### src/design/cpuTypesPkg.sv
package cpuTypesPkg;

  // primary opcode, instr[31:26]
  typedef enum logic [5:0] {
    RTYPE = 6'h00,
    J     = 6'h02,
    JAL   = 6'h03,
    BEQ   = 6'h04,
    BNE   = 6'h05,
    ADDIU = 6'h09,
    SLTI  = 6'h0a,
    SLTIU = 6'h0b,
    ANDI  = 6'h0c,
    ORI   = 6'h0d,
    XORI  = 6'h0e,
    LUI   = 6'h0f,
    LW    = 6'h23,
    SW    = 6'h2b,
    HALT  = 6'h3f
  } opcodeT;

  // function field of r-type words, instr[5:0]
  typedef enum logic [5:0] {
    SLL  = 6'h00,
    SRL  = 6'h02,
    JR   = 6'h08,
    ADD  = 6'h20,
    ADDU = 6'h21,
    SUB  = 6'h22,
    SUBU = 6'h23,
    AND  = 6'h24,
    OR   = 6'h25,
    XOR  = 6'h26,
    NOR  = 6'h27,
    SLT  = 6'h2a,
    SLTU = 6'h2b
  } functT;

  typedef enum logic [3:0] {
    ALU_ADD,
    ALU_SUB,
    ALU_AND,
    ALU_OR,
    ALU_XOR,
    ALU_NOR,
    ALU_SLT,
    ALU_SLTU,
    ALU_SLL,
    ALU_SRL
  } aluOpT;

  typedef enum logic [1:0] {EXT_ZERO, EXT_SIGN, EXT_UPPER} extModeT;
  typedef enum logic [1:0] {PC_SEQ, PC_BRANCH, PC_JUMP, PC_JREG} pcSrcT;
  typedef enum logic [1:0] {DST_RT, DST_RD, DST_RA} regDstT;
  typedef enum logic [1:0] {WB_ALU, WB_MEM, WB_LINK} wbSrcT;

  // raw fields sliced out of the instruction word
  typedef struct packed {
    logic [4:0]  rs;
    logic [4:0]  rt;
    logic [4:0]  rd;
    logic [4:0]  shamt;
    logic [15:0] imm16;
    logic [25:0] target26;
  } instrFieldsT;

  typedef struct packed {
    aluOpT   aluOp;
    logic    aluSrcImm;    // operand b from immediate
    logic    aluSrcShamt;  // shift: a = rt, b = shamt
    extModeT extMode;
    logic    regWr;
    regDstT  regDst;
    wbSrcT   wbSrc;
    logic    memRead;
    logic    memWrite;
    pcSrcT   pcSrc;
    logic    isBranch;
    logic    branchOnZero; // 1 for beq, 0 for bne
  } ctrlT;

endpackage

### src/design/controlUnit.sv
module controlUnit import cpuTypesPkg::*; (
  input  logic        CLK,
  input  logic        nRST,
  input  logic [31:0] instr,
  output instrFieldsT fields,
  output ctrlT        ctrl,
  output logic        halt
);

  opcodeT opcode;
  functT  funct;

  assign opcode = opcodeT'(instr[31:26]);
  assign funct  = functT'(instr[5:0]);

  assign fields.rs       = instr[25:21];
  assign fields.rt       = instr[20:16];
  assign fields.rd       = instr[15:11];
  assign fields.shamt    = instr[10:6];
  assign fields.imm16    = instr[15:0];
  assign fields.target26 = instr[25:0];

  always_comb begin
    // defaults describe a no-op
    ctrl.aluOp        = ALU_ADD;
    ctrl.aluSrcImm    = 1'b0;
    ctrl.aluSrcShamt  = 1'b0;
    ctrl.extMode      = EXT_SIGN;
    ctrl.regWr        = 1'b0;
    ctrl.regDst       = DST_RT;
    ctrl.wbSrc        = WB_ALU;
    ctrl.memRead      = 1'b0;
    ctrl.memWrite     = 1'b0;
    ctrl.pcSrc        = PC_SEQ;
    ctrl.isBranch     = 1'b0;
    ctrl.branchOnZero = 1'b0;

    case (opcode)
      RTYPE: begin
        ctrl.regWr  = 1'b1;
        ctrl.regDst = DST_RD;
        case (funct)
          ADD, ADDU: ctrl.aluOp = ALU_ADD; // no overflow trap
          SUB, SUBU: ctrl.aluOp = ALU_SUB;
          AND:       ctrl.aluOp = ALU_AND;
          OR:        ctrl.aluOp = ALU_OR;
          XOR:       ctrl.aluOp = ALU_XOR;
          NOR:       ctrl.aluOp = ALU_NOR;
          SLT:       ctrl.aluOp = ALU_SLT;
          SLTU:      ctrl.aluOp = ALU_SLTU;
          SLL: begin
            ctrl.aluOp       = ALU_SLL;
            ctrl.aluSrcShamt = 1'b1;
          end
          SRL: begin
            ctrl.aluOp       = ALU_SRL;
            ctrl.aluSrcShamt = 1'b1;
          end
          JR: begin
            ctrl.regWr = 1'b0;
            ctrl.pcSrc = PC_JREG;
          end
          default: ctrl.regWr = 1'b0; // unknown funct, no-op
        endcase
      end
      J: ctrl.pcSrc = PC_JUMP;
      JAL: begin
        ctrl.pcSrc  = PC_JUMP;
        ctrl.regWr  = 1'b1;
        ctrl.regDst = DST_RA;
        ctrl.wbSrc  = WB_LINK;
      end
      BEQ, BNE: begin
        ctrl.aluOp        = ALU_SUB; // rs - rt, then look at zero
        ctrl.pcSrc        = PC_BRANCH;
        ctrl.isBranch     = 1'b1;
        ctrl.branchOnZero = (opcode == BEQ);
      end
      ADDIU, SLTI, SLTIU, ANDI, ORI, XORI, LUI: begin
        ctrl.aluSrcImm = 1'b1;
        ctrl.regWr     = 1'b1;
        case (opcode)
          SLTI:    ctrl.aluOp = ALU_SLT;
          SLTIU:   ctrl.aluOp = ALU_SLTU; // still sign extended
          ANDI:    ctrl.aluOp = ALU_AND;
          ORI:     ctrl.aluOp = ALU_OR;
          XORI:    ctrl.aluOp = ALU_XOR;
          default: ctrl.aluOp = ALU_ADD;  // addiu, lui
        endcase
        if (opcode == ANDI || opcode == ORI || opcode == XORI)
          ctrl.extMode = EXT_ZERO;
        else if (opcode == LUI)
          ctrl.extMode = EXT_UPPER;  // rs is zero in lui
      end
      LW: begin
        ctrl.aluSrcImm = 1'b1;
        ctrl.memRead   = 1'b1;
        ctrl.regWr     = 1'b1;
        ctrl.wbSrc     = WB_MEM;
      end
      SW: begin
        ctrl.aluSrcImm = 1'b1;
        ctrl.memWrite  = 1'b1;
      end
      default: ; // halt and unknown opcodes change nothing
    endcase
  end

  // sticky until reset
  always_ff @(posedge CLK, negedge nRST) begin
    if (!nRST) begin
      halt <= 1'b0;
    end else if (opcode == HALT) begin
      halt <= 1'b1;
    end
  end

endmodule

### src/design/aluUnit.sv
module aluUnit import cpuTypesPkg::*; #(
  parameter int dataWidth = 32
) (
  input  logic [dataWidth-1:0] rsData,
  input  logic [dataWidth-1:0] rtData,
  input  instrFieldsT          fields,
  input  ctrlT                 ctrl,
  output logic [dataWidth-1:0] aluResult,
  output logic                 zero
);

  logic [dataWidth-1:0] extImm;
  logic [dataWidth-1:0] opA;
  logic [dataWidth-1:0] opB;

  always_comb begin
    case (ctrl.extMode)
      EXT_ZERO:  extImm = {{(dataWidth-16){1'b0}}, fields.imm16};
      EXT_UPPER: extImm = {fields.imm16, {(dataWidth-16){1'b0}}};
      default:   extImm = {{(dataWidth-16){fields.imm16[15]}}, fields.imm16};
    endcase
  end

  // shifts take rt as the value and shamt as the distance
  always_comb begin
    if (ctrl.aluSrcShamt) begin
      opA = rtData;
      opB = {{(dataWidth-5){1'b0}}, fields.shamt};
    end else begin
      opA = rsData;
      opB = ctrl.aluSrcImm ? extImm : rtData;
    end
  end

  always_comb begin
    case (ctrl.aluOp)
      ALU_ADD:  aluResult = opA + opB;
      ALU_SUB:  aluResult = opA - opB;
      ALU_AND:  aluResult = opA & opB;
      ALU_OR:   aluResult = opA | opB;
      ALU_XOR:  aluResult = opA ^ opB;
      ALU_NOR:  aluResult = ~(opA | opB);
      ALU_SLT:  aluResult = {{(dataWidth-1){1'b0}}, $signed(opA) < $signed(opB)};
      ALU_SLTU: aluResult = {{(dataWidth-1){1'b0}}, opA < opB};
      ALU_SLL:  aluResult = opA << opB;
      ALU_SRL:  aluResult = opA >> opB; // logical, zero fill
      default:  aluResult = opA + opB;
    endcase
  end

  assign zero = (aluResult == '0);

endmodule

### src/design/registerFile.sv
module registerFile import cpuTypesPkg::*; #(
  parameter int dataWidth = 32,
  parameter int regCount  = 32
) (
  input  logic                 CLK,
  input  logic                 nRST,
  input  instrFieldsT          fields,
  input  ctrlT                 ctrl,
  input  logic                 halt,
  input  logic [dataWidth-1:0] aluResult,
  input  logic [dataWidth-1:0] memData,
  input  logic [dataWidth-1:0] linkAddr,
  output logic [dataWidth-1:0] rsData,
  output logic [dataWidth-1:0] rtData
);

  localparam int addrWidth = $clog2(regCount);

  logic [dataWidth-1:0] regs [regCount];
  logic [addrWidth-1:0] wAddr;
  logic [dataWidth-1:0] wData;

  always_comb begin
    case (ctrl.regDst)
      DST_RD:  wAddr = fields.rd[addrWidth-1:0];
      DST_RA:  wAddr = addrWidth'(regCount - 1); // link register
      default: wAddr = fields.rt[addrWidth-1:0];
    endcase
    case (ctrl.wbSrc)
      WB_MEM:  wData = memData;
      WB_LINK: wData = linkAddr;
      default: wData = aluResult;
    endcase
  end

  // register 0 is never written, so it keeps its reset value
  always_ff @(posedge CLK, negedge nRST) begin
    if (!nRST) begin
      for (int i = 0; i < regCount; i++) regs[i] <= '0;
    end else if (ctrl.regWr && !halt && wAddr != '0) begin
      regs[wAddr] <= wData;
    end
  end

  assign rsData = regs[fields.rs[addrWidth-1:0]];
  assign rtData = regs[fields.rt[addrWidth-1:0]];

endmodule

### src/design/pcUnit.sv
module pcUnit import cpuTypesPkg::*; (
  input  logic        CLK,
  input  logic        nRST,
  input  ctrlT        ctrl,
  input  instrFieldsT fields,
  input  logic        zero,
  input  logic [31:0] rsData,
  input  logic        halt,
  output logic [31:0] pc,
  output logic [31:0] linkAddr
);

  logic [31:0] pcPlus4;
  logic [31:0] branchTarget;
  logic [31:0] jumpTarget;
  logic [31:0] pcNext;
  logic        taken;

  assign pcPlus4  = pc + 32'd4;
  assign linkAddr = pcPlus4;

  // word offset relative to the next instruction
  assign branchTarget = pcPlus4 + {{14{fields.imm16[15]}}, fields.imm16, 2'b00};
  assign jumpTarget   = {pcPlus4[31:28], fields.target26, 2'b00};

  assign taken = ctrl.isBranch && (zero == ctrl.branchOnZero);

  always_comb begin
    case (ctrl.pcSrc)
      PC_BRANCH: pcNext = taken ? branchTarget : pcPlus4;
      PC_JUMP:   pcNext = jumpTarget;
      PC_JREG:   pcNext = rsData;
      default:   pcNext = pcPlus4;
    endcase
  end

  always_ff @(posedge CLK, negedge nRST) begin
    if (!nRST) begin
      pc <= '0;
    end else if (!halt) begin
      pc <= pcNext;  // frozen once halted
    end
  end

endmodule

### src/design/mipsCore.sv
module mipsCore import cpuTypesPkg::*; #(
  parameter int dataWidth = 32,
  parameter int regCount  = 32
) (
  input  logic                 CLK,
  input  logic                 nRST,
  input  logic [31:0]          imemLoad,
  output logic [31:0]          imemAddr,
  output logic                 iREN,
  input  logic [dataWidth-1:0] dmemLoad,
  output logic [dataWidth-1:0] dmemAddr,
  output logic [dataWidth-1:0] dmemStore,
  output logic                 dREN,
  output logic                 dWEN,
  output logic                 halt
);

  instrFieldsT          fields;
  ctrlT                 ctrl;
  logic [dataWidth-1:0] rsData;
  logic [dataWidth-1:0] rtData;
  logic [dataWidth-1:0] aluResult;
  logic                 zero;
  logic [31:0]          pc;
  logic [31:0]          linkAddr;

  controlUnit i_control (
    .CLK    (CLK),
    .nRST   (nRST),
    .instr  (imemLoad),
    .fields (fields),
    .ctrl   (ctrl),
    .halt   (halt)
  );

  registerFile #(
    .dataWidth (dataWidth),
    .regCount  (regCount)
  ) i_regs (
    .CLK       (CLK),
    .nRST      (nRST),
    .fields    (fields),
    .ctrl      (ctrl),
    .halt      (halt),
    .aluResult (aluResult),
    .memData   (dmemLoad),
    .linkAddr  (linkAddr),
    .rsData    (rsData),
    .rtData    (rtData)
  );

  aluUnit #(
    .dataWidth (dataWidth)
  ) i_alu (
    .rsData    (rsData),
    .rtData    (rtData),
    .fields    (fields),
    .ctrl      (ctrl),
    .aluResult (aluResult),
    .zero      (zero)
  );

  pcUnit i_pc (
    .CLK      (CLK),
    .nRST     (nRST),
    .ctrl     (ctrl),
    .fields   (fields),
    .zero     (zero),
    .rsData   (rsData),
    .halt     (halt),
    .pc       (pc),
    .linkAddr (linkAddr)
  );

  assign imemAddr  = pc;
  assign iREN      = ~halt;
  assign dmemAddr  = aluResult;
  assign dmemStore = rtData;
  assign dREN      = ctrl.memRead & ~halt;  // no memory traffic once halted
  assign dWEN      = ctrl.memWrite & ~halt;

endmodule

### config.mk
export PLATFORM = sky130hd
export DESIGN_NAME = mipsCore
export DESIGN_NICKNAME = d
export VERILOG_FILES = /design/src/design/cpuTypesPkg.sv /design/src/design/controlUnit.sv /design/src/design/aluUnit.sv /design/src/design/registerFile.sv /design/src/design/pcUnit.sv /design/src/design/mipsCore.sv
export SDC_FILE = /design/constraint.sdc
export NUM_CORES = 2
export LEC_CHECK = 0
export BUFFER_PORTS_ARGS = -buffer_cell sky130_fd_sc_hd__buf_2
export CAP_MARGIN = 40
export CORE_ASPECT_RATIO = 0.5
export CORE_MARGIN = 2
export CORE_UTILIZATION = 50
export CTS_BUF_LIST = sky130_fd_sc_hd__clkbuf_8 sky130_fd_sc_hd__clkbuf_16
export DETAILED_ROUTE_END_ITERATION = 7
export PLACE_DENSITY = 0.66
export SLEW_MARGIN = 40
export SYNTH_ARGS = -nofsm -noshare
export SYNTH_HDL_FRONTEND = slang
export SYNTH_SLANG_ARGS = --single-unit
### constraint.sdc
create_clock -name CLK -period 18.9 [get_ports CLK]
set_input_delay 1.89 -clock CLK [delete_from_list [all_inputs] [get_ports CLK]]
set_output_delay 1.89 -clock CLK [all_outputs]
set_load 0.1 [all_outputs]
# After elaboration in Yosys (flattened, before gate mapping)
# Index checks and enable logic that the tools add are counted.
[word_totals]
ff_bits = 1057
[op_classes]
n_addsub = 4
magnitude_cmp = 6
eq_ne = 44
n_shift = 2
mux = 36
bitwise = 10
reduce_logical = 20
[ops]
columns = ["op", "count"]
rows = [
  ["1024-bit bitwise mux", 1],
  ["32-bit binary-select mux with 5-bit select", 2],
  ["32-bit 2-to-1 mux", 9],
  ["32-bit one-hot mux with 9 select lines", 1],
  ["32-bit demux with 5-bit select", 1],
  ["32-bit one-hot mux with 2 select lines", 2],
  ["32-bit one-hot mux with 3 select lines", 1],
  ["6-bit == test, second input constant", 13],
  ["32-bit adder", 2],
  ["32-bit less-than comparator", 2],
  ["6-bit by 4-bit == test with 1-bit output, second input constant", 8],
  ["4-bit one-hot mux with 9 select lines", 1],
  ["32-bit by 3-bit adder with 32-bit output, second input constant", 1],
  ["32-bit bitwise AND", 1],
  ["32-bit logical NOT", 1],
  ["32-bit NOT", 1],
  ["32-bit OR", 1],
  ["32-bit by 32-bit left shift with 32-bit output", 1],
  ["32-bit by 32-bit >> shifter with 32-bit output", 1],
  ["32-bit subtractor", 1],
  ["32-bit XOR", 1],
  ["6-bit by 2-bit == test with 1-bit output, second input constant", 3],
  ["6-bit >= comparator, second input constant", 3],
  ["5-bit NOT with 6-bit output", 3],
  ["29 further kinds", 61],
]

# Longest topological paths before layout
[depth]
ltp_word = 17
mapped_depth = 36
ltp_nobuf = 27

# By module
# A second synthesis with hierarchy kept.
[unflattened]
hier_cells = 7070
area_unflattened_um2 = 71353.4
[by_module_without_submodules]
columns = ["module", "instances", "cells_each", "area_each_um2"]
rows = [
  ["registerFile", 1, 4746, 56105.1],
  ["aluUnit", 1, 1631, 10094.7],
  ["pcUnit", 1, 560, 4250.3],
  ["controlUnit", 1, 130, 887.1],
  ["mipsCore", 1, 3, 16.3],
]

# Least setup slack after synthesis
# OpenSTA, ideal clock, no wires.
[synth_timing]
kind = "input to output"
start = "in imemLoad[16]"
end = "out dmemAddr[0]"
t_arrival_ps = 10144
t_required_ps = 17010
setup_slack_ps = 6866
cell_stages = 27
path_buffers = 9
path_cell_list = "buf_2 > buf_6 > buf_6 > buf_2 > buf_2 > mux2i_1 > o22ai_1 > nor4_1 > nand3_1 > o21ai_2 > buf_2 > buf_2 > buf_2 > ha_1 > clkbuf_1 > nor2b_1 > o2111ai_1 > a31oi_1 > o211a_1 > o31ai_1 > a21boi_0 > a21oi_1 > o21ai_0 > nand2_1 > a211oi_1 > o22a_1 > o31ai_1"
[synth_between]
word_cells_on_any_way = 18
[synth_rtl]
columns = ["element", "line_no", "rtl"]
rows = [
  ["start, declared", "mipsCore.sv:7", "input logic [31:0] imemLoad,"],
  ["5-bit NOT with 6-bit output (implied by the code) *", "registerFile.sv:46", "assign rtData = regs[fields.rt[addrWidth-1:0]];"],
  ["32-bit binary-select mux with 5-bit select *", "registerFile.sv:46", ""],
  ["32-bit 2-to-1 mux (implied by the code) * (2 in a row)", "registerFile.sv:46", ""],
  ["via dmemStore[2]", "mipsCore.sv:12", "output logic [dataWidth-1:0] dmemStore,"],
  ["32-bit 2-to-1 mux", "aluUnit.sv:31", "opB = ctrl.aluSrcImm ? extImm : rtData;"],
  ["32-bit 2-to-1 mux", "aluUnit.sv:26", "if (ctrl.aluSrcShamt) begin"],
  ["32-bit less-than comparator, or another cell as far along", "aluUnit.sv:44", "ALU_SLTU: aluResult = {{(dataWidth-1){1'b0}}, opA < opB};"],
  ["32-bit one-hot mux with 9 select lines *", "aluUnit.sv:36", "case (ctrl.aluOp)"],
  ["end, declared", "mipsCore.sv:11", "output logic [dataWidth-1:0] dmemAddr,"],
]
# Mark *: on every way through the listed nets, which the timed path passes. The rest lies on a longest branch. The select of a mux whose other input is x is not followed.

# Worst setup path after layout
[layout_timing]
start = "in imemLoad[16]"
end = "out dmemAddr[30]"
[layout_between]
elab_chain_cells = 9
word_cells_on_any_way = 16
[layout_rtl]
columns = ["element", "line_no"]
rows = [
  ["5-bit NOT with 6-bit output (implied by the code) *", "registerFile.sv:46"],
  ["32-bit binary-select mux with 5-bit select *", "registerFile.sv:46"],
  ["32-bit 2-to-1 mux (implied by the code) * (2 in a row)", "registerFile.sv:46"],
  ["parallel branches: the longest is 4 deep, another holds 32-bit adder", "-"],
  ["32-bit one-hot mux with 9 select lines *", "aluUnit.sv:36"],
]
# Every way passes the cells marked *. The select of a mux whose other input is x is not followed.

==> results.txt <==
Outcome - finished, final reports clean
Worst hold margin - 398 ps
Largest net degree at the start of global routing - 141
Crit share post-route - 68.1%
Share of the synthesized area in the top cell type - 39.0%
Mapped cell area - 67,700 um^2
Crit-path slowest cell - buf_12
Primary FF master, synth - dfrtp_1
Final Hold Viols - 0
Vias - 64,168
Critical path type - in -> out
Final Net Count - 7,614
Initial antenna violation count - 19
CTS Buffer Depth - 3
Chip height - 264 um
Num ports - 166
Hpwl dp - 191,000 um
Worst EP required - 17,010 ps
Most frequent cells in the layout - nand2_1, o21ai_0, dfrtp_1
LEAKAGE - 33.8 nW
Worst-path clk slew - 60 ps
Global-route wire length before repair - 429,000 um
Drt wl/cell - 32.3 um
Final core occ - 55.7%
Worst Tran Pin Value - 1010 ps
Startpoint types - input port
Worst Clk Skew - 60.6 ps
Hold Crit Class - reg -> reg
Register share of total power - 37.5%
DR iter-0 viols - 9,177
H-tree Lvls - 3
Total global-route track usage - 42.3%
Die ar. - 139,000 um^2
Vias/cell - 6.89
Post-synth EDFFs - 0
Final Max Tran Viols - 0
Async S/R FF share, synth - 100%
ANT nets after route - 0
Gpl congestion - 1.08
Fmax achieved - 77.7 MHz
Drc violations - 0
Number of global-route vias before repair - 59,580
Area growth, synth to finish - 10.5%
Delay-heaviest family, CP - buffers and inverters
Avg Cell Area, Syn - 8.91 um^2
Router iterations before antenna repair - 7
CP Max Fanout - 110
Final setup TNS - 0 ps
Worst EP arrival - 10,980 ps
Congestion Overflow GR - 0
Die Wd - 525 um
Syn nets - 7,802
Placement Rows - 95
Setup Viol. Count Final - 0
Hold_buf cts - 0
DP Worst Slack - 6290 ps
Most common cell after layout, fill and taps aside - nand2_1
Num CTS Buffers - 102
Initial Utilization - 50.4%
Clock Sinks - 1,057
Net Sw Frac - 34.1%
Peak supply drop - 0.0000832 V
Yosys cell types - 89
Number of setup buffers added after CTS - 0
Power share of the clock group - 39.2%
Top cells by area, synth - dfrtp_1, mux2i_1, o21ai_0
Root Buffer - clkbuf_16
WP buf/inv - 8
Seq/Total Area, Yosys - 39.0%
Psw - 2.07 mW
Cell area power density - 81.0 nW/um^2
Input/output buffers - 165
Proportion of layout cells with a drive suffix above 1 - 12.3%
Gate power share - 23.3%
Final WS setup - 6030 ps
Min Clock Period, post-route - 12,870 ps
Maxcap violations - 0
Slew HR - 32.9%
Slowest stage delay, CP - 650 ps
Pint - 4.00 mW
Ys Warns - 0
Post-Route WL - 300,000 um
CP endpoint kind - output port
Cell count after synthesis - 7,603
Core area - 134,000 um^2
TritonCTS clock tree - yes
Synth Register Bits - 1,057
Cell taking the most area after synthesis - dfrtp_1
Post_cts resized - 0
Clock Latency Late Sink - 760 ps
Unrepaired setup endpoints after global routing - no
[cells in the mapped netlist, drive strengths merged, types with 33 or more instances]
library cell	count
o22ai	214
mux2	58
ha	130
xnor2	50
nor2	308
a211oi	73
a22oi	290
and3	37
buf	157
a31oi	33
a21oi	229
mux2i	934
nand3	191
o21ai	1106
dfrtp	1057
o221ai	34
clkbuf	545
mux4	117
inv	123
nor3	89
nand2	1263
nand4	57
[final timing paths]
check | startpoint | end | slack (ps) | cells after the start
worst max-delay path | imemLoad[16] | dmemAddr[30] | 6030 | 28
worst min-delay path | i_regs.regs[1002] | i_regs.regs[1002] | 400 | 0
worst max register to register | i_regs.regs[128] | i_pc.pc[3] | 8520 | 29
worst min register to register | i_regs.regs[1002] | i_regs.regs[1002] | 400 | 0
max in group asynchronous | nRST | i_regs.regs[323] | 14310 | 6
min in group asynchronous | nRST | i_regs.regs[509] | 1140 | 1
[metrics by stage]
stage / instances / power (mW) / cell area (um^2)
floorplan: 7603 / 3.13 / 67700
global placement: 9074 / 3.64 / 70200
detailed placement: 9100 / 3.66 / 70900
CTS: 9292 / 5.99 / 74700
global route: 9299 / 6.19 / 74800
finish: 9311 / 6.07 / 74900
[worst register-to-register path: cells and delay by family, from the launching register on]
family,cells,cell delay (ps)
AOI/OAI and AO/OA,15,3800
and+or+nand+nor,7,3570
buffers and inverters,4,1440
adders and majority gates,2,820
DFF,1,400
muxes,1,210
[layer usage]
metal  share of wire (%)  GRT usage, %  vias up
met5                0.14          1.33        -
met4                 6.8          24.6       19
met3                  14          16.6     1104
met2                  40          58.9     4288
met1                  39          55.6    31457
li1                    -             -    27300
[power groups by stage]
stage               logic [mW]  registers (mW)  clock network [mW]
floorplan                0.809            2.32                   0
global placement          1.33            2.32                   0
detailed placement        1.34            2.32                   0
CTS                       1.34            2.28                2.37
global route              1.44            2.27                2.47
finish                    1.41            2.28                2.38
[sequential cells by signal (all words and copies together), names as in the netlist]
signal          flops
i_regs.regs      1024
i_pc.pc            32
i_control.halt      1
[cells by family (layout without fill, tap and decap cells)]
logic type / count (synthesis) / count (layout) / share of synthesized area [%]
AO/OA/AOI/OAI: 2269 / 2269 / 20.3
AND/OR/NAND/NOR: 2127 / 2127 / 13.6
buffers and inverters: 827 / 727 / 4.88
XOR/XNOR: 81 / 81 / 1.05
adder cells (fa/ha/maj): 133 / 133 / 2.49
multiplexers: 1109 / 1109 / 18.7
other: 0 / 14 / 0
flip-flops: 1057 / 1057 / 39.0
[layout make-up]
type,count,area (um^2)
fill,12112,59600
multi-input combinational,5719,38800
sequential,1057,26500
timing repair buffer,410,2990
clock buffer,125,2890
tap,1794,2240
clock inverter,67,977
inverter,125,469
antenna,14,35.0
Power figures use the tool's default switching activity.
